===== config.mk =====
export PLATFORM = sky130hd
export DESIGN_NAME = linebuf
export DESIGN_NICKNAME = d
export VERILOG_FILES = /design/src/cnn_pkg.sv /design/src/linebuf.sv /design/src/mem_sp.sv
export VERILOG_INCLUDE_DIRS = /design/src
export SDC_FILE = /design/constraint.sdc
export NUM_CORES = 2
export LEC_CHECK = 0
export ABC_AREA = 0
export ABC_CLOCK_PERIOD_IN_PS = 13900
export BUFFER_PORTS_ARGS = -buffer_cell sky130_fd_sc_hd__buf_2
export CORE_MARGIN = 3
export CORE_UTILIZATION = 40
export DETAILED_ROUTE_END_ITERATION = 10
export GPL_TIMING_DRIVEN = 0
export PLACE_DENSITY_LB_ADDON = 0.25
export SYNTH_ARGS = -nofsm -noshare
export SYNTH_HDL_FRONTEND = slang
export SYNTH_SLANG_ARGS = --single-unit
export TNS_END_PERCENT = 30

===== constraint.sdc =====
create_clock -name clk -period 13.9 [get_ports clk]
set_input_delay 2.085 -clock clk [delete_from_list [all_inputs] [get_ports clk]]
set_output_delay 2.085 -clock clk [all_outputs]
set_load 0.01 [all_outputs]

===== src/cnn_defines.svh =====
`ifndef CNN_DEFINES_SVH
`define CNN_DEFINES_SVH

`define DWIDTH    16    // pixel width.
`define WWIDTH    8     // weight width.
`define AWIDTH    40    // accumulator width.
`define LWIDTH    10    // size and counter width.

`define MAXLINE   5     // largest filter side.
`define MAXSIZE   32    // largest image side and line RAM depth.

`define AXI_AW    8

// register map in bytes.
`define REG_CTRL  'h00
`define REG_IMG   'h04
`define REG_FIL   'h08
`define REG_STAT  'h0C
`define REG_WBASE 'h40  // weight r*MAXLINE+c sits at REG_WBASE + 4*(r*MAXLINE+c).

`endif


===== src/cnn_pkg.sv =====
`default_nettype none

`include "cnn_defines.svh"

package cnn_pkg;

  typedef logic signed [`DWIDTH-1:0] pixel_t;
  typedef logic signed [`WWIDTH-1:0] weight_t;
  typedef logic signed [`AWIDTH-1:0] acc_t;

  // element r*MAXLINE + c holds row r and column c.
  typedef pixel_t  [`MAXLINE*`MAXLINE-1:0] window_t;
  typedef weight_t [`MAXLINE*`MAXLINE-1:0] weights_t;

  typedef struct packed {
    logic [`LWIDTH-1:0] img_size;
    logic [`LWIDTH-1:0] fil_size;
  } conv_cfg_t;

  typedef struct packed {
    logic              awvalid;
    logic [`AXI_AW-1:0] awaddr;
    logic              wvalid;
    logic [31:0]       wdata;
    logic [3:0]        wstrb;
    logic              bready;
    logic              arvalid;
    logic [`AXI_AW-1:0] araddr;
    logic              rready;
  } axil_req_t;

  typedef struct packed {
    logic        awready;
    logic        wready;
    logic        bvalid;
    logic [1:0]  bresp;
    logic        arready;
    logic        rvalid;
    logic [31:0] rdata;
    logic [1:0]  rresp;
  } axil_rsp_t;

endpackage

`default_nettype wire


===== src/linebuf.sv =====
`timescale 1ns/100ps
`default_nettype none

`include "cnn_defines.svh"

module linebuf
  import cnn_pkg::*;
(
  input  wire            clk,
  input  wire            xrst,
  input  wire            start,
  input  wire conv_cfg_t cfg,
  input  wire pixel_t    pix_in,
  output logic           pix_req,
  output window_t        win,
  output logic           win_valid
);

  localparam int NRAM      = `MAXLINE + 1;
  localparam int SEL_BITS  = $clog2(NRAM);
  localparam int ADDR_BITS = $clog2(`MAXSIZE);

  typedef enum logic [1:0] {
    S_WAIT,
    S_CHARGE,
    S_ACTIVE
  } state_t;

  state_t              state;
  logic [`LWIDTH-1:0]  x_cnt;
  logic [`LWIDTH-1:0]  y_cnt;
  logic [SEL_BITS-1:0] ws_cnt;
  logic                line_end;

  logic                a_v;
  pixel_t              a_pix;
  logic [`LWIDTH-1:0]  a_x;
  logic [SEL_BITS-1:0] a_ws;

  logic                b_v;
  pixel_t              b_pix;
  logic [`LWIDTH-1:0]  b_x;
  logic [`LWIDTH-1:0]  b_y;
  logic [SEL_BITS-1:0] b_ws;
  logic [`LWIDTH-1:0]  a_y;

  logic [NRAM-1:0]      ram_we;
  logic [ADDR_BITS-1:0] ram_addr;
  pixel_t               ram_rd [NRAM];
  pixel_t               col_pix [`MAXLINE];
  pixel_t               win_q [`MAXLINE*`MAXLINE];

  assign pix_req  = (state != S_WAIT);
  assign line_end = (x_cnt == cfg.img_size - 1'b1);

  always_ff @(posedge clk) begin
    if (!xrst) begin
      state <= S_WAIT;
    end else begin
      case (state)
        S_WAIT:
          if (start) begin
            state <= (cfg.fil_size == `LWIDTH'(1)) ? S_ACTIVE : S_CHARGE;
          end
        S_CHARGE:
          if (line_end && y_cnt == cfg.fil_size - `LWIDTH'(2)) begin
            state <= S_ACTIVE;
          end
        S_ACTIVE:
          if (line_end && y_cnt == cfg.img_size - 1'b1) begin
            state <= S_WAIT;
          end
        default:
          state <= S_WAIT;
      endcase
    end
  end

  // column, line and write-select counters for the incoming pixel.
  always_ff @(posedge clk) begin
    if (!xrst || !pix_req) begin
      x_cnt  <= '0;
      y_cnt  <= '0;
      ws_cnt <= '0;
    end else if (line_end) begin
      x_cnt  <= '0;
      y_cnt  <= y_cnt + 1'b1;
      ws_cnt <= (ws_cnt == SEL_BITS'(`MAXLINE)) ? '0 : ws_cnt + 1'b1;
    end else begin
      x_cnt <= x_cnt + 1'b1;
    end
  end

  always_ff @(posedge clk) begin
    if (!xrst) begin
      a_v <= 1'b0;
      b_v <= 1'b0;
    end else begin
      a_v <= pix_req;
      b_v <= a_v;
    end
  end

  always_ff @(posedge clk) begin
    a_pix <= pix_in;
    a_x   <= x_cnt;
    a_y   <= y_cnt;
    a_ws  <= ws_cnt;
    b_pix <= a_pix;  // lines up with the RAM read data.
    b_x   <= a_x;
    b_y   <= a_y;
    b_ws  <= a_ws;
  end

  assign ram_addr = a_x[ADDR_BITS-1:0];

  always_comb begin
    for (int k = 0; k < NRAM; k++) begin
      ram_we[k] = a_v && (a_ws == SEL_BITS'(k));
    end
  end

  for (genvar k = 0; k < NRAM; k++) begin : g_ram
    mem_sp #(
      .DEPTH_BITS(ADDR_BITS)
    ) u_mem (
      .clk  (clk),
      .we   (ram_we[k]),
      .addr (ram_addr),
      .wdata(a_pix),
      .rdata(ram_rd[k])
    );
  end

  // window row r takes image line y - fil_size + 1 + r, which sits in the RAM
  // written fil_size - 1 - r lines before the current one.
  always_comb begin
    int sel;
    for (int r = 0; r < `MAXLINE; r++) begin
      sel = int'(b_ws) - (int'(cfg.fil_size) - 1 - r);
      if (sel < 0) begin
        sel = sel + NRAM;
      end
      if (r + 1 >= int'(cfg.fil_size)) begin
        col_pix[r] = b_pix;
      end else begin
        col_pix[r] = ram_rd[sel];
      end
    end
  end

  for (genvar i = 0; i < `MAXLINE*`MAXLINE; i++) begin : g_win
    localparam int COL = i % `MAXLINE;
    localparam int ROW = i / `MAXLINE;

    if (COL == `MAXLINE - 1) begin : g_edge
      always_ff @(posedge clk) begin
        if (b_v) begin
          win_q[i] <= col_pix[ROW];
        end
      end
    end else begin : g_shift
      always_ff @(posedge clk) begin
        if (b_v) begin
          if (COL == cfg.fil_size - 1'b1) begin
            win_q[i] <= col_pix[ROW];  // newest column enters at fil_size - 1.
          end else begin
            win_q[i] <= win_q[i+1];
          end
        end
      end
    end

    assign win[i] = win_q[i];
  end

  always_ff @(posedge clk) begin
    if (!xrst) begin
      win_valid <= 1'b0;
    end else begin
      win_valid <= b_v && (b_x >= cfg.fil_size - 1'b1) && (b_y >= cfg.fil_size - 1'b1);
    end
  end

  a_we_onehot: assert property (@(posedge clk) disable iff (!xrst) $onehot0(ram_we));

  a_fil_range: assert property (@(posedge clk) disable iff (!xrst)
    start |-> (cfg.fil_size >= 1) && (cfg.fil_size <= `MAXLINE));

  a_img_range: assert property (@(posedge clk) disable iff (!xrst)
    start |-> (cfg.img_size >= cfg.fil_size) && (cfg.img_size <= `MAXSIZE));

endmodule

`default_nettype wire


===== src/mem_sp.sv =====
`timescale 1ns/100ps
`default_nettype none

module mem_sp
  import cnn_pkg::*;
#(
  parameter int DEPTH_BITS = 5
) (
  input  wire                  clk,
  input  wire                  we,
  input  wire [DEPTH_BITS-1:0] addr,
  input  wire pixel_t          wdata,
  output pixel_t               rdata
);

  pixel_t mem [2**DEPTH_BITS];

  always_ff @(posedge clk) begin
    if (we) begin
      mem[addr] <= wdata;
    end
    rdata <= mem[addr];  // old contents come out while the new pixel goes in.
  end

endmodule

`default_nettype wire


Yosys cells after proc, flatten, opt, wreduce, memory -nomap -nowiden
Memories as Yosys holds them, arrays and structs flattened. A register that Yosys moved wholly into a read port is not among the register bits. Index checks and enable logic that the tools add are counted.

Output and inout port bits: 402. Memory bits (writable): 3472. Input bits: 39. Logic and storage cells: 212. Memories: 7. Flip-flop bits (word level): 106.

Memory list: g_ram[0].u_mem.mem (words 32, bits a word 16, read ports 1, clocked after memory_dff 1, write ports 1, line mem_sp.sv:16) `pixel_t mem [2**DEPTH_BITS];`; g_ram[1].u_mem.mem (words 32, bits a word 16, read ports 1, clocked after memory_dff 1, write ports 1, line mem_sp.sv:16); g_ram[2].u_mem.mem (words 32, bits a word 16, read ports 1, clocked after memory_dff 1, write ports 1, line mem_sp.sv:16); g_ram[3].u_mem.mem (words 32, bits a word 16, read ports 1, clocked after memory_dff 1, write ports 1, line mem_sp.sv:16); g_ram[4].u_mem.mem (words 32, bits a word 16, read ports 1, clocked after memory_dff 1, write ports 1, line mem_sp.sv:16); g_ram[5].u_mem.mem (words 32, bits a word 16, read ports 1, clocked after memory_dff 1, write ports 1, line mem_sp.sv:16); +1 memories.

Mux-type cells: 89. Bitwise gates (word level): 25. Reductions and logical operators: 19. $lt $le $gt $ge: 17. Add/subtract/negate cells: 22. Eq/ne operators: 18.

Operator list (number): $mux W16 (35); $bmux W16 S3 (5); $ge A32 B4 Y1 const B (5); $mux W32 (5); $not A32 Y32 (5); $add A32 B4 Y32 const B (4); $lt A32 B1 Y1 const B (4); $sub A4 B32 Y32 (3); $eq A2 B32 Y1 const A (2); $mux W1 (38); $eq A1 B32 Y1 const A (1); $logic_not A32 Y1 (1); $eq A10 B10 Y1 (3); $sub A11 B3 Y12 const B (2); $sub A10 B1 Y11 const B (2); $add A10 B1 Y10 const B (2); $ge A10 B10 Y1 (2); $ge A2 B10 Y1 const A (2); $ge A3 B10 Y1 const A (2); $or A1 B1 Y1 (20); $sub A10 B1 Y10 const B (2); $add A13 B4 Y14 const B (1); $lt A13 B1 Y1 const B (1); $sub A4 B12 Y13 (1); 24 further kinds (42).

Longest topological paths before layout
Depth after elaboration: 11. Gate-level depth with buffers: 17. Mapped depth without buffers: 15.

Cells and area by module
From an unflattened synthesis, not the netlist that was laid out.

Cells, all modules: 8561. Area, all modules: 145396.9 um^2.

By module, submodules not included: mem_sp (seq. area each 15695.1 um^2, area each 20049.2 um^2, cells an instance 1086, times used 6); linebuf (seq. area each 14133.6 um^2, area each 25101.6 um^2, cells an instance 2045, times used 1).

Worst setup path after synthesis
OpenSTA, ideal clock, no wires.

Path kind: in2reg. Start point: input cfg[2] (netlist name). End point: memory win_q[2][102] (netlist name) (data pin). Stages: 16. Required time: 13.628 ns. Path slack: 8.030 ns. Data arrival time: 5.598 ns. Setup time: 0.272 ns. Buffers on the path: 3. Cells stage by stage: buf_2 -> inv_1 -> ha_1 -> a21bo_2 -> buf_4 -> xnor2_4 -> clkinv_1 -> ha_1 -> o21a_1 -> o211ai_1 -> o31ai_1 -> xor2_2 -> buf_4 -> mux4_2 -> a221oi_2 -> a21oi_1.

RTL lines: start: declaration (line linebuf.sv:12) `input wire conv_cfg_t cfg,`; end: declaration (line linebuf.sv:51) `` pixel_t win_q [`MAXLINE*`MAXLINE]; ``.

==> impl_metrics.tcl <==
set metrics [dict create \
    outcome "complete, but fails checks" \
    violations "capacitance limit, slew limit" \
    worst_ep_arrival_time_ns 8.42 \
    initial_core_util_pct 40.3 \
    rsz0062_at_grt "no" \
    globalRouteTotalUtil_pct 28.7 \
    avgSynthCellArea_um2 19.7 \
    startpoint_type "input pin" \
    yosys_warnings 0 \
    synth.most_common_cell "edfxtp_1" \
    gp_congestion 0.961 \
    hold_path_class "register to register" \
    multiInputGateArea_um2 34300 \
    port_buffers 438 \
    period_share_pct 55.3 \
    r2r-end "g_ram[5].u_mem.rdata[6]" \
    core_um2 357000 \
    via_count 83407 \
    rrSetupSlack_ns 8.27 \
    cts_inserted_buffers 381 \
    setup.worst_path.start "cfg[0]" \
    utilization_pct 47.4 \
    grt_max_degree 105 \
    synth_edf_count 3472 \
    r2r-start "a_x[1]" \
    slew_headroom_pct -5.24 \
    yosysTopAreaCellShare_pct 72.4 \
    final-hold-violation-count 0 \
    grt.overflow.total 0 \
    power.density_nw_per_um2 143 \
    ys_seq_area_share_pct 75.3 \
    postCtsSetupRepairBufs 0 \
    synthArstFlopShare_pct 0 \
    grtUsageMet2_pct 45.4 \
    p_leak_nw 53.0 \
    grt_first_pass_wirelength_um 712000 \
    grt_use_met1_pct 36.5 \
    clkSinkCount 3674 \
    seq_area_um2 108000 \
    cp_slowest_cell "o21ai_0" \
    grt_pass1_vias 80304 \
    busiest_layer "met2" \
    dieArea_um2 367000 \
    synth_area_leader_cell "edfxtp_1" \
    antenna_left 0 \
    required_ns 14.64 \
    crit_chain "buf_2 -> inv_1 -> ha_1 -> xnor2_1 -> inv_1 -> ha_1 -> a31oi_1 -> or3_1 -> o21ai_1 -> xnor2_2 -> clkbuf_1 -> a21oi_1 -> o21ai_0 -> mux2_2" \
    fp.dieW_um 606 \
    cap_violations 6 \
    fmax_mhz 130 \
    worstMarginPinSlew_ns 1.58 \
    clk_path_buf_depth 4 \
    die_h_um 606 \
    drc 0 \
    h-tree-depth 5 \
    vias_per_cell 6.22 \
    grtUsageMet3_pct 7.84 \
    clkLatencyLatePin_ns 0.99 \
    ys_top_cells_by_area "edfxtp_1 (72%), mux4_2 (13%), dfxtp_1 (2.8%)" \
    cts-resized-gates 0 \
    num_rows 219 \
    wl_per_cell_um 40.0 \
    reg2reg_depth 7 \
    fin_nets 8396 \
    finClkSkew_ns 0.0844 \
    area_growth_pct 17.7 \
    cts_hold_buf 0 \
    worstSetupEndpoint "win_q[0][31]" \
    cts_root_buf "clkbuf_16" \
    drtIter0Drc 12970 \
    hold_start "a_y[1]" \
    worstSetupPathType "input pin to register" \
    first_pass_iters 6 \
    max-vdd-ir-drop_mv 0.109 \
    finalHoldWorstSlack_ns 0.324 \
    synthTopCellsByCount "edfxtp_1 (3472), mux4_2 (800), nor2_1 (527)" \
    setup_viol 0 \
    power_w 0.0242 \
    clk_pin_slew_ns 0.07 \
    io_pins 441 \
    antenna_found_initial 75 \
    worstSetupEndpointType "register" \
    worstPathMaxFanout 11 \
    wl_um 537000 \
    synth_ff_type "edfxtp_1" \
    synth_cells 7299 \
    max_stage_delay_ns 1.10 \
    finalSetupTns_ns 0 \
    synthesis.nets 7386 \
    syn_area_um2 144000 \
    slew_violations 77 \
    ys_types 89 \
    cts_tree "done" \
    hpwlAfterDp_um 373000 \
    period_needed_ns 7.68 \
    drive_above_1_share_pct 30.1 \
    final.fill_count 29476 \
    yosys_register_bits 3674 \
]
[layer usage]
layer  vias to the layer above  part of all wire, %
met1                     43920                   36
met5                         -                0.067
met4                        56                  5.9
met3                      1235                   11
met2                      5841                   47
li1                      32355                    -
[registers in the layout (all words and copies together), names as in the netlist, 3 cells and up]
name	count
a_pix	16
g_ram.u_mem.rdata	96
y_cnt	10
b_ws	3
g_ram.u_mem.mem	3072
b_y	10
a_y	10
win_q	400
a_ws	3
b_pix	16
x_cnt	10
b_x	10
ws_cnt	3
a_x	10
[how the worst min path moves through the flow]
stage                         to  depth (start not counted)
after floorplan           b_x[5]                          0
after global placement    b_y[4]                          0
after detailed placement  b_y[6]                          0
after CTS                 b_y[1]                          0
after global routing      b_y[0]                          0
final                     b_y[1]                          0
[stage by stage]
step                instance area [um2]  instances  setup slack [ns]
finish                           169000      13416              6.22
global route                     169000      13378              6.07
detailed placement               157000      12675              5.25
CTS                              169000      13372              6.22
global placement                 152000      12488              5.12
floorplan                        144000       7299              8.03
[critical path: cells and delay by family]
kind / cells / cell delay, ns
xor+xnor: 2 / 1.23
simple gates: 1 / 0.41
mux: 1 / 0.44
fa+ha+maj: 2 / 0.77
compound gates: 4 / 1.81
buf+inv: 4 / 1.63
[final cells by class]
class	count	area share, %
flip-flops and latches	3674	64.0
repair buffers	627	3.52
clock inverters	225	1.33
inverters	105	0.233
well taps	4751	3.51
plain buffers	451	1.12
clock buffers	472	5.96
multi-input cells	3069	20.3
diodes	42	0.0621
[logic make-up after synthesis]
kind of cell / after synthesis / synth area share (%)
adder cells (fa/ha/maj): 49 / 0.456
multiplexers: 1052 / 14.5
flip-flops: 3674 / 75.3
XOR/XNOR: 76 / 0.491
AND/OR/NAND/NOR: 987 / 3.26
buffers and inverters: 556 / 1.52
AO/OA/AOI/OAI: 905 / 4.55
[report_power, final]
group,leakage [nW],internal (W),switching (W),total (W)
combinational,14.1,0.000570,0.00105,0.00162
clock,6.01,0.00578,0.00444,0.0102
sequential,33.0,0.0123,0.000125,0.0124
[cells in the final DEF (no fill, tap or decap), types with 130 or more instances in the layout]
cell,n
buf_2,475
mux4_2,800
edfxtp_1,3472
clkbuf_1,324
clkbuf_16,388
nor2_1,335
nand4_1,130
dfxtp_1,185
a22oi_1,417
mux2_2,233
Power figures use the tool's default switching activity.
