<file path="src/cnn_defines.svh">
`ifndef CNN_DEFINES_SVH
`define CNN_DEFINES_SVH

`define DWIDTH    16    // pixel width.
`define WWIDTH    8     // weight width.
`define AWIDTH    40    // accumulator width.
`define LWIDTH    10    // size and counter width.

`define MAXLINE   5     // largest filter side.
`define MAXSIZE   32    // largest image side and line RAM depth.

`define AXI_AW    8

// register map in bytes.
`define REG_CTRL  'h00
`define REG_IMG   'h04
`define REG_FIL   'h08
`define REG_STAT  'h0C
`define REG_WBASE 'h40  // weight r*MAXLINE+c sits at REG_WBASE + 4*(r*MAXLINE+c).

`endif

</file>
<file path="src/cnn_pkg.sv">
`default_nettype none

`include "cnn_defines.svh"

package cnn_pkg;

  typedef logic signed [`DWIDTH-1:0] pixel_t;
  typedef logic signed [`WWIDTH-1:0] weight_t;
  typedef logic signed [`AWIDTH-1:0] acc_t;

  // element r*MAXLINE + c holds row r and column c.
  typedef pixel_t  [`MAXLINE*`MAXLINE-1:0] window_t;
  typedef weight_t [`MAXLINE*`MAXLINE-1:0] weights_t;

  typedef struct packed {
    logic [`LWIDTH-1:0] img_size;
    logic [`LWIDTH-1:0] fil_size;
  } conv_cfg_t;

  typedef struct packed {
    logic              awvalid;
    logic [`AXI_AW-1:0] awaddr;
    logic              wvalid;
    logic [31:0]       wdata;
    logic [3:0]        wstrb;
    logic              bready;
    logic              arvalid;
    logic [`AXI_AW-1:0] araddr;
    logic              rready;
  } axil_req_t;

  typedef struct packed {
    logic        awready;
    logic        wready;
    logic        bvalid;
    logic [1:0]  bresp;
    logic        arready;
    logic        rvalid;
    logic [31:0] rdata;
    logic [1:0]  rresp;
  } axil_rsp_t;

endpackage

`default_nettype wire

</file>
<file path="src/conv_regs.sv">
`timescale 1ns/100ps
`default_nettype none

`include "cnn_defines.svh"

module conv_regs
  import cnn_pkg::*;
(
  input  wire            clk,
  input  wire            xrst,
  input  wire axil_req_t axi_req,
  output axil_rsp_t      axi_rsp,
  input  wire            frame_done,
  output conv_cfg_t      cfg,
  output weights_t       weights,
  output logic           start
);

  localparam int          NW          = `MAXLINE * `MAXLINE;
  localparam logic [1:0]  RESP_OKAY   = 2'b00;
  localparam logic [1:0]  RESP_SLVERR = 2'b10;

  conv_cfg_t          cfg_q;
  weights_t           w_q;
  logic               busy;
  logic               done;
  logic               bvalid;
  logic               rvalid;
  logic [1:0]         bresp;
  logic [1:0]         rresp;
  logic [31:0]        rdata;
  logic               wr_fire;
  logic               rd_fire;
  logic               wr_ok;
  logic               rd_ok;
  logic               start_cond;
  logic [31:0]        wr_cur;
  logic [31:0]        wr_merge;
  logic [31:0]        rd_val;
  logic [`AXI_AW-1:0] wr_off;

  // returns 1 for a mapped address and gives the register contents in val.
  function automatic logic reg_lookup(input logic [`AXI_AW-1:0] addr, output logic [31:0] val);
    logic               hit;
    logic [`AXI_AW-1:0] off;
    weight_t            w;
    hit = 1'b1;
    val = '0;
    off = addr - `AXI_AW'(`REG_WBASE);
    w   = w_q[off[`AXI_AW-1:2]];
    if (addr[1:0] != 2'b00) begin
      hit = 1'b0;
    end else if (addr == `AXI_AW'(`REG_CTRL)) begin
      val = '0;
    end else if (addr == `AXI_AW'(`REG_IMG)) begin
      val = 32'(cfg_q.img_size);
    end else if (addr == `AXI_AW'(`REG_FIL)) begin
      val = 32'(cfg_q.fil_size);
    end else if (addr == `AXI_AW'(`REG_STAT)) begin
      val = {30'd0, done, busy};
    end else if (addr >= `AXI_AW'(`REG_WBASE) && off[`AXI_AW-1:2] < NW) begin
      val = {{(32-`WWIDTH){w[`WWIDTH-1]}}, w};  // weights read back sign-extended.
    end else begin
      hit = 1'b0;
    end
    return hit;
  endfunction

  function automatic logic [31:0] strb_merge(input logic [31:0] old, input logic [31:0] din,
                                             input logic [3:0] strb);
    logic [31:0] res;
    for (int b = 0; b < 4; b++) begin
      res[8*b +: 8] = strb[b] ? din[8*b +: 8] : old[8*b +: 8];
    end
    return res;
  endfunction

  always_comb begin
    wr_fire    = axi_req.awvalid && axi_req.wvalid && !bvalid;
    rd_fire    = axi_req.arvalid && !rvalid;
    wr_ok      = reg_lookup(axi_req.awaddr, wr_cur);
    rd_ok      = reg_lookup(axi_req.araddr, rd_val);
    wr_merge   = strb_merge(wr_cur, axi_req.wdata, axi_req.wstrb);
    wr_off     = axi_req.awaddr - `AXI_AW'(`REG_WBASE);
    start_cond = wr_fire && (axi_req.awaddr == `AXI_AW'(`REG_CTRL)) && wr_merge[0]
                 && !busy && !start;
  end

  always_ff @(posedge clk) begin
    if (!xrst) begin
      bvalid <= 1'b0;
      rvalid <= 1'b0;
      start  <= 1'b0;
      busy   <= 1'b0;
      done   <= 1'b0;
      cfg_q  <= '0;
      w_q    <= '0;
    end else begin
      start <= start_cond;
      if (start) begin
        busy <= 1'b1;
        done <= 1'b0;
      end else if (frame_done) begin
        busy <= 1'b0;
        done <= 1'b1;  // sticky until the next start.
      end

      if (wr_fire) begin
        bvalid <= 1'b1;
      end else if (axi_req.bready) begin
        bvalid <= 1'b0;
      end
      if (rd_fire) begin
        rvalid <= 1'b1;
      end else if (axi_req.rready) begin
        rvalid <= 1'b0;
      end

      if (wr_fire && wr_ok) begin
        if (axi_req.awaddr == `AXI_AW'(`REG_IMG)) begin
          cfg_q.img_size <= wr_merge[`LWIDTH-1:0];
        end else if (axi_req.awaddr == `AXI_AW'(`REG_FIL)) begin
          cfg_q.fil_size <= wr_merge[`LWIDTH-1:0];
        end else if (axi_req.awaddr >= `AXI_AW'(`REG_WBASE)) begin
          w_q[wr_off[`AXI_AW-1:2]] <= wr_merge[`WWIDTH-1:0];
        end
      end
    end
  end

  always_ff @(posedge clk) begin
    if (wr_fire) begin
      bresp <= wr_ok ? RESP_OKAY : RESP_SLVERR;
    end
    if (rd_fire) begin
      rdata <= rd_val;
      rresp <= rd_ok ? RESP_OKAY : RESP_SLVERR;
    end
  end

  always_comb begin
    axi_rsp.awready = wr_fire;
    axi_rsp.wready  = wr_fire;
    axi_rsp.bvalid  = bvalid;
    axi_rsp.bresp   = bresp;
    axi_rsp.arready = rd_fire;
    axi_rsp.rvalid  = rvalid;
    axi_rsp.rdata   = rdata;
    axi_rsp.rresp   = rresp;
  end

  assign cfg     = cfg_q;
  assign weights = w_q;

  a_bvalid_hold: assert property (@(posedge clk) disable iff (!xrst)
    bvalid && !axi_req.bready |=> bvalid);

  a_start_idle: assert property (@(posedge clk) disable iff (!xrst) start |-> !busy);

endmodule

`default_nettype wire

</file>
<file path="config.mk">
export PLATFORM = sky130hd
export DESIGN_NAME = conv_regs
export DESIGN_NICKNAME = d
export VERILOG_FILES = /design/src/cnn_pkg.sv /design/src/conv_regs.sv
export VERILOG_INCLUDE_DIRS = /design/src
export SDC_FILE = /design/constraint.sdc
export NUM_CORES = 1
export LEC_CHECK = 0
export BUFFER_PORTS_ARGS = -buffer_cell sky130_fd_sc_hd__buf_2
export CORE_AREA = 8 8 192 194
export CTS_CLUSTER_SIZE = 20
export DETAILED_ROUTE_END_ITERATION = 16
export DIE_AREA = 0 0 200 202
export PLACE_DENSITY_LB_ADDON = 0.1
export SLEW_MARGIN = 20
export SYNTH_ARGS = -nofsm -noshare
export SYNTH_HDL_FRONTEND = slang
export SYNTH_SLANG_ARGS = --single-unit
</file>
<file path="constraint.sdc">
create_clock -name clk -period 8.3 [get_ports clk]
set_clock_uncertainty 0.1 [all_clocks]
set_input_delay 1.66 -clock clk [delete_from_list [all_inputs] [get_ports clk]]
set_output_delay 1.66 -clock clk [all_outputs]
set_load 0.05 [all_outputs]
</file>
== After elaboration in Yosys (flattened, before gate mapping) ==
Index checks and enable logic that the tools add are counted.

* Bits in registers: 240
* Bits in latches: 0
* Memory bits (writable): 0
* Bits in read-only memories: 0
* Input port bits: 60
* Logic and storage cells: 122
* Memories: 0

* Add/sub/neg operators: 2
* $mul: 0
* Div/mod/pow operators: 0
* $lt $le $gt $ge: 7
* Equality and inequality tests: 6
* Shift-type cells: 0
* Muxes and demuxes: 39
* Bitwise gates (word level): 4
* Reductions and logical operators: 28

{| class="wikitable"
|+ Operator list
! kind !! count
|-
| $bwmux 200 || 1
|-
| $mux 10 || 10
|-
| $bmux 8 s5 || 2
|-
| $demux 8 s5 || 1
|-
| $eq 8x4->1 const B || 4
|-
| $mux 8 || 4
|-
| $mux 1 || 18
|-
| $eq 8x3->1 const B || 2
|-
| $ge 8x7->1 const B || 2
|-
| $logic_not 8->1 || 2
|-
| $sub 8x7->8 const B || 2
|-
| $lt 6x5->1 const B || 2
|-
| $lt 6x6->1 const B || 2
|-
| $logic_and 1x1->1 || 11
|-
| $reduce_bool 2->1 || 5
|-
| $ge 6x1->1 const B || 1
|-
| $mux 2 || 3
|-
| $reduce_or 6->1 || 1
|-
| $logic_not 1->1 || 4
|-
| $not 1->1 || 4
|-
| $reduce_and 4->1 || 1
|-
| $reduce_or 2->1 || 2
|-
| $reduce_and 3->1 || 1
|-
| $reduce_and 2->1 || 1
|}

== Depth between registers and ports, before layout ==
* Depth after elaboration: 13
* Depth in mapped cells: 10
* Depth with buffers taken out: 7

== Worst setup path after synthesis ==
OpenSTA, ideal clock, no wires.

* Path kind: in2out
* Start point: input axi_req[9] (netlist name)
* End point: output axi_rsp[35] (netlist name)
* Data arrival time: 2.611 ns
* Slack: 3.929 ns
* Stages on the path: 2
* Path buffers: 1
* Cell sequence: nor2b_1 -> buf_4

{| class="wikitable"
|+ RTL lines
! item !! RTL line !! RTL
|-
| from (decl) || conv_regs.sv:11 || <nowiki>input wire axil_req_t axi_req,</nowiki>
|-
| to (decl) || conv_regs.sv:12 || <nowiki>output axil_rsp_t axi_rsp,</nowiki>
|}

== Final worst setup path ==
* Start point: input axi_req[54] (netlist name)
* End point: register w_q (netlist bit weights[27])

* Cells in the longest elaborated chain, start to end: 11

{| class="wikitable"
|+ RTL lines
! item !! RTL line !! RTL
|-
| $sub 8x7->8 || conv_regs.sv:49, conv_regs.sv:84 ||
|-
| $bmux 8 s5 or $lt 6x5->1 (tied branches) || conv_regs.sv:50, conv_regs.sv:61 ||
|-
| $mux 8 or $logic_and 1x1->1 (tied branches) || conv_regs.sv:50, conv_regs.sv:61 ||
|-
| $mux 10 or $mux 1 (tied branches) || conv_regs.sv:61 || <nowiki>end else if (addr >= `AXI_AW'(`REG_WBASE) && off[`AXI_AW-1:2] < NW) begin</nowiki>
|-
| $mux 10 or $mux 1 (tied branches) || conv_regs.sv:59 || <nowiki>end else if (addr == `AXI_AW'(`REG_STAT)) begin</nowiki>
|-
| $mux 10 or $mux 1 (tied branches) || conv_regs.sv:57 || <nowiki>end else if (addr == `AXI_AW'(`REG_FIL)) begin</nowiki>
|-
| $mux 10 or $mux 1 (tied branches) || conv_regs.sv:55 || <nowiki>end else if (addr == `AXI_AW'(`REG_IMG)) begin</nowiki>
|-
| $mux 10 or $mux 1 (tied branches) || conv_regs.sv:53 || <nowiki>end else if (addr == `AXI_AW'(`REG_CTRL)) begin</nowiki>
|-
| $mux 10 or $mux 1 (tied branches) || conv_regs.sv:51 || <nowiki>if (addr[1:0] != 2'b00) begin</nowiki>
|-
| $mux 8 or $logic_and 1x1->1 (tied branches) || conv_regs.sv:73, conv_regs.sv:119 ||
|-
| $bwmux 200 or $reduce_and 4->1 (tied branches) || -- ||
|-
| to (signal, indexed assignment) || conv_regs.sv:125 || <nowiki>w_q[wr_off[`AXI_AW-1:2]] <= wr_merge[`WWIDTH-1:0];</nowiki>
|-
| to (decl) || conv_regs.sv:24 || <nowiki>weights_t w_q;</nowiki>
|}

Several ways; a longest one is shown, not always the timed one. The select of a mux whose other input is x is not followed.
A chain may end at the register's enable or synchronous reset.

==> impl_summary.txt <==
----------------------------------------------------
[Status]
  Run status ... completed

[Synth]
  Register bit total from synthesis ... 238
  EDFF count, synth ... 13
  Area fraction in compound gates after synthesis ... 0.230
  Area share of fa/ha/maj cells after synthesis ... 0.00375
  Xor/xnor cell area share of the yosys netlist ... 0
  Fraction of synthesized area in multiplexers ... 0.191
  Syn Std Cell Area ... 13400 sq um
  Synth Flop Type ... sky130_fd_sc_hd__dfxtp_1
  Main combinational cell family by area after synthesis ... compound AO/OA/AOI/OAI gates
  Synthesized instance count ... 1287
  Mean cell area of the mapped netlist ... 10.4 sq um
  Library cells used by synthesis ... 82
  Simple-gate share of the synthesized area ... 0.128
  Ys Warns ... 0
  Sequential area share after synthesis ... 0.367
  FFs w/ async S/R, synth ... 0

[Detailed routing]
  Post-DR vias/cell ... 6.12
  Average wire per standard cell ... 26.9 microns
  Detailed-route DRC error count ... 0
  Wire length after detailed routing ... roughly 52000 microns
  Number of iterations in the first detailed-routing pass ... 6
  DRC violation total after the first TritonRoute iteration ... 889
  Via count ... 11900
  Post-detailed-route count of antenna-violating nets ... 0

[Setup path]
  Worst Setup End Kind ... flop
  Critical Path RT ... 8.58 ns
  Max Fanout on Critical Path ... 36
  Data arrival at the endpoint of the critical path ... 5.14 ns
  Slowest cell on the critical path ... sky130_fd_sc_hd__a21oi_2
  Delay of the slowest critical-path stage ... between 0.7 and 0.8 ns
  Cell-by-cell trace of the critical path ... buf_2 -> buf_4 -> clkinv_1 -> ha_1 -> nor3b_2 -> nand2_1 -> o211ai_1 -> a21oi_2 -> a211oi_1
  CP startpoint kind ... input pin
  WS Path Type ... input pin to flop

[Die]
  Core area ... 33900 sq um
  Top-level port count ... 322
  Horiz. Die Dim ... 200 microns
  Die Height ... 202 microns
  Count of standard-cell rows ... 68
  Die Area ... 40400 sq um
  Initial standard-cell utilization of the core ... 0.393

[STA]
  Setup repair after global routing missed its margin ... false
  FMAX ... 0.206 GHz
  Final Setup Violations ... 0
  Worst slew margin relative to its limit ... 0.248
  Slew at the pin closest to its max-slew limit ... around 1.1 ns
  Worst Slack Setup Final ... 3.44 ns
  Final critical path time including I/O delays and setup ... 4.86 ns
  Final number of hold-violating endpoints ... 0
  Final worst path period share ... 0.586
  Max-slew violation total from the final report ... 0
  Setup tns final ... 0 ns

[Power and ir drop]
  Total design power ... between 2000 and 3000 uW
  Worst VDD drop ... 0.000189 V
  Power density normalized to cell area ... approximately 180 nW/um^2
  Leakage power ... 0.00609 uW

[Final layout]
  Layout cell share with drive strength beyond 1 ... 0.358
  Commonest cells after routing, fill and taps aside ... sky130_fd_sc_hd__buf_2 (291), sky130_fd_sc_hd__dfxtp_1 (225), sky130_fd_sc_hd__o21ai_0 (132)
  Number of nets at the end of the flow ... 1534
  Synthesis-to-finish area growth ... 16.2%
  Leading cell type in the layout, fill and taps excluded ... sky130_fd_sc_hd__buf_2

[CTS]
  Sinks on the clock net ... 238
  Hold-fix buffers, CTS ... 0
  CTS tree ... done
  Count of cells resized by post-cts repair ... 0
  Clock root buffer ... sky130_fd_sc_hd__clkbuf_16
  Number of buffers inserted during clock tree synthesis ... 28
  Number of H-tree levels ... 1
  Clock input transition at the sequential cells of the worst setup and hold paths ... 0.06 ns
  Maximum clock insertion buffer count ... 3
  Post-CTS repair timing setup buffer count ... 0
  Clock latency on the worst-skew pair ... between 0.5 and 0.6 ns

[Run]
  Max-cap viol count ... 0

[Min path]
  Class of the tightest hold or removal check ... flop to flop

[Placement]
  Pre-CTS WS ... 2.94 ns
  RD Place Congestion ... approximately 0.84
  Buffers added on ports ... 295
  Detailed placer's ending HPWL ... 37400 microns

[Global routing]
  Maximum number of pins on one net before global-route repair ... slightly below 100
  Initial antenna violation count ... 2
  Wire length of the first global-routing pass ... 76600 microns
  Remaining global-route overflow ... 0
  Number of global-route vias before repair ... 11300
  All-Layer GR Usage ... 0.248

----------------------------------------------------
sequential cells by signal (all words and copies together), names as in the netlist:
| signal | cells |
|---|---|
| rresp | 1 |
| start | 1 |
| rdata | 11 |
| done | 1 |
| busy | 1 |
| bvalid | 1 |
| cfg | 20 |
| weights | 200 |
| bresp | 1 |
| rvalid | 1 |
final cells by class:
class	instances	area (sq um)
diodes	2	5.00
clock buffers	39	833
clock inverters	10	150
fillers	3291	18400
inverters	10	37.5
multi-input cells	883	7430
flip-flops and latches	238	4890
well taps	455	569
repair buffers	309	1590
per-stage QoR:
stage,util,hold slack [ns],cells,cell area [sq um]
2_1_floorplan,-,0.360,1288,13400
4_1_cts,0.457,0.390,1944,15500
5_1_grt,0.457,0.412,1946,15500
3_3_place_gp,0.428,0.374,1895,14500
6_report,0.457,0.389,1946,15500
3_5_place_dp,0.428,0.381,1895,14500
path summary, 6_finish.rpt:
check              startpoint            to  slack [ns]  cells past startpoint
setup / recovery  axi_req[54]   weights[27]        3.44                      9
hold / removal         bvalid        bvalid        0.39                      2
setup reg to reg       bvalid  weights[159]        5.48                      6
hold reg to reg        bvalid        bvalid        0.39                      2
worst max-delay path, delay by kind of cell:
| kind | cells | cell delay (ns) |
|---|---|---|
| adder cells (fa/ha/maj) | 1 | 0.41 |
| buffers and inverters | 3 | 0.97 |
| AO/OA/AOI/OAI | 3 | 1.19 |
| AND/OR/NAND/NOR | 2 | 0.86 |
where the power goes:
part | switching (uW) | internal (uW) | leakage [uW] | total, uW
clock network | 513 | 817 | 0.000491 | 1330
registers | 3.54 | 1160 | 0.00194 | 1160
logic | 210 | 66.3 | 0.00366 | 277
kinds of logic (layout without fill, tap and decap cells):
group	Yosys count	after routing
other	1	4
buffers and inverters	167	368
multiplexers	123	123
flip-flops	238	238
AND/OR/NAND/NOR	296	296
AO/OA/AOI/OAI	458	458
adder cells (fa/ha/maj)	4	4
layer usage:
metal / GRT usage / vias up / routed length [microns]
met1: 0.326 / 5840 / 21300
met2: 0.392 / 588 / 24200
met5: 0 / - / 0
li1: - / 5385 / -
met4: 0.0838 / 0 / 1910
met3: 0.0635 / 100 / 5030
synth_stat cells, types with 9 or more instances:
master / n / area share
sky130_fd_sc_hd__nand4_1: 10 / 0.0047
sky130_fd_sc_hd__a22oi_1: 19 / 0.011
sky130_fd_sc_hd__mux4_1: 9 / 0.018
sky130_fd_sc_hd__and2_1: 11 / 0.0052
sky130_fd_sc_hd__nor2_1: 80 / 0.022
sky130_fd_sc_hd__o21ai_0: 132 / 0.049
sky130_fd_sc_hd__o41ai_2: 12 / 0.015
sky130_fd_sc_hd__edfxtp_1: 13 / 0.029
sky130_fd_sc_hd__buf_2: 39 / 0.015
sky130_fd_sc_hd__buf_4: 40 / 0.022
sky130_fd_sc_hd__a21oi_1: 87 / 0.033
sky130_fd_sc_hd__o32ai_1: 14 / 0.0092
sky130_fd_sc_hd__buf_6: 23 / 0.019
sky130_fd_sc_hd__dfxtp_1: 225 / 0.34
sky130_fd_sc_hd__a211oi_1: 50 / 0.028
sky130_fd_sc_hd__nand2_1: 59 / 0.017
sky130_fd_sc_hd__nand3_1: 54 / 0.020
sky130_fd_sc_hd__mux2i_1: 15 / 0.011
sky130_fd_sc_hd__a31oi_1: 56 / 0.026
sky130_fd_sc_hd__clkbuf_1: 49 / 0.014
sky130_fd_sc_hd__nor3_1: 9 / 0.0034
sky130_fd_sc_hd__mux4_2: 87 / 0.15
sky130_fd_sc_hd__o31ai_1: 26 / 0.015
Note: power is estimated with default switching activity, not from simulation.
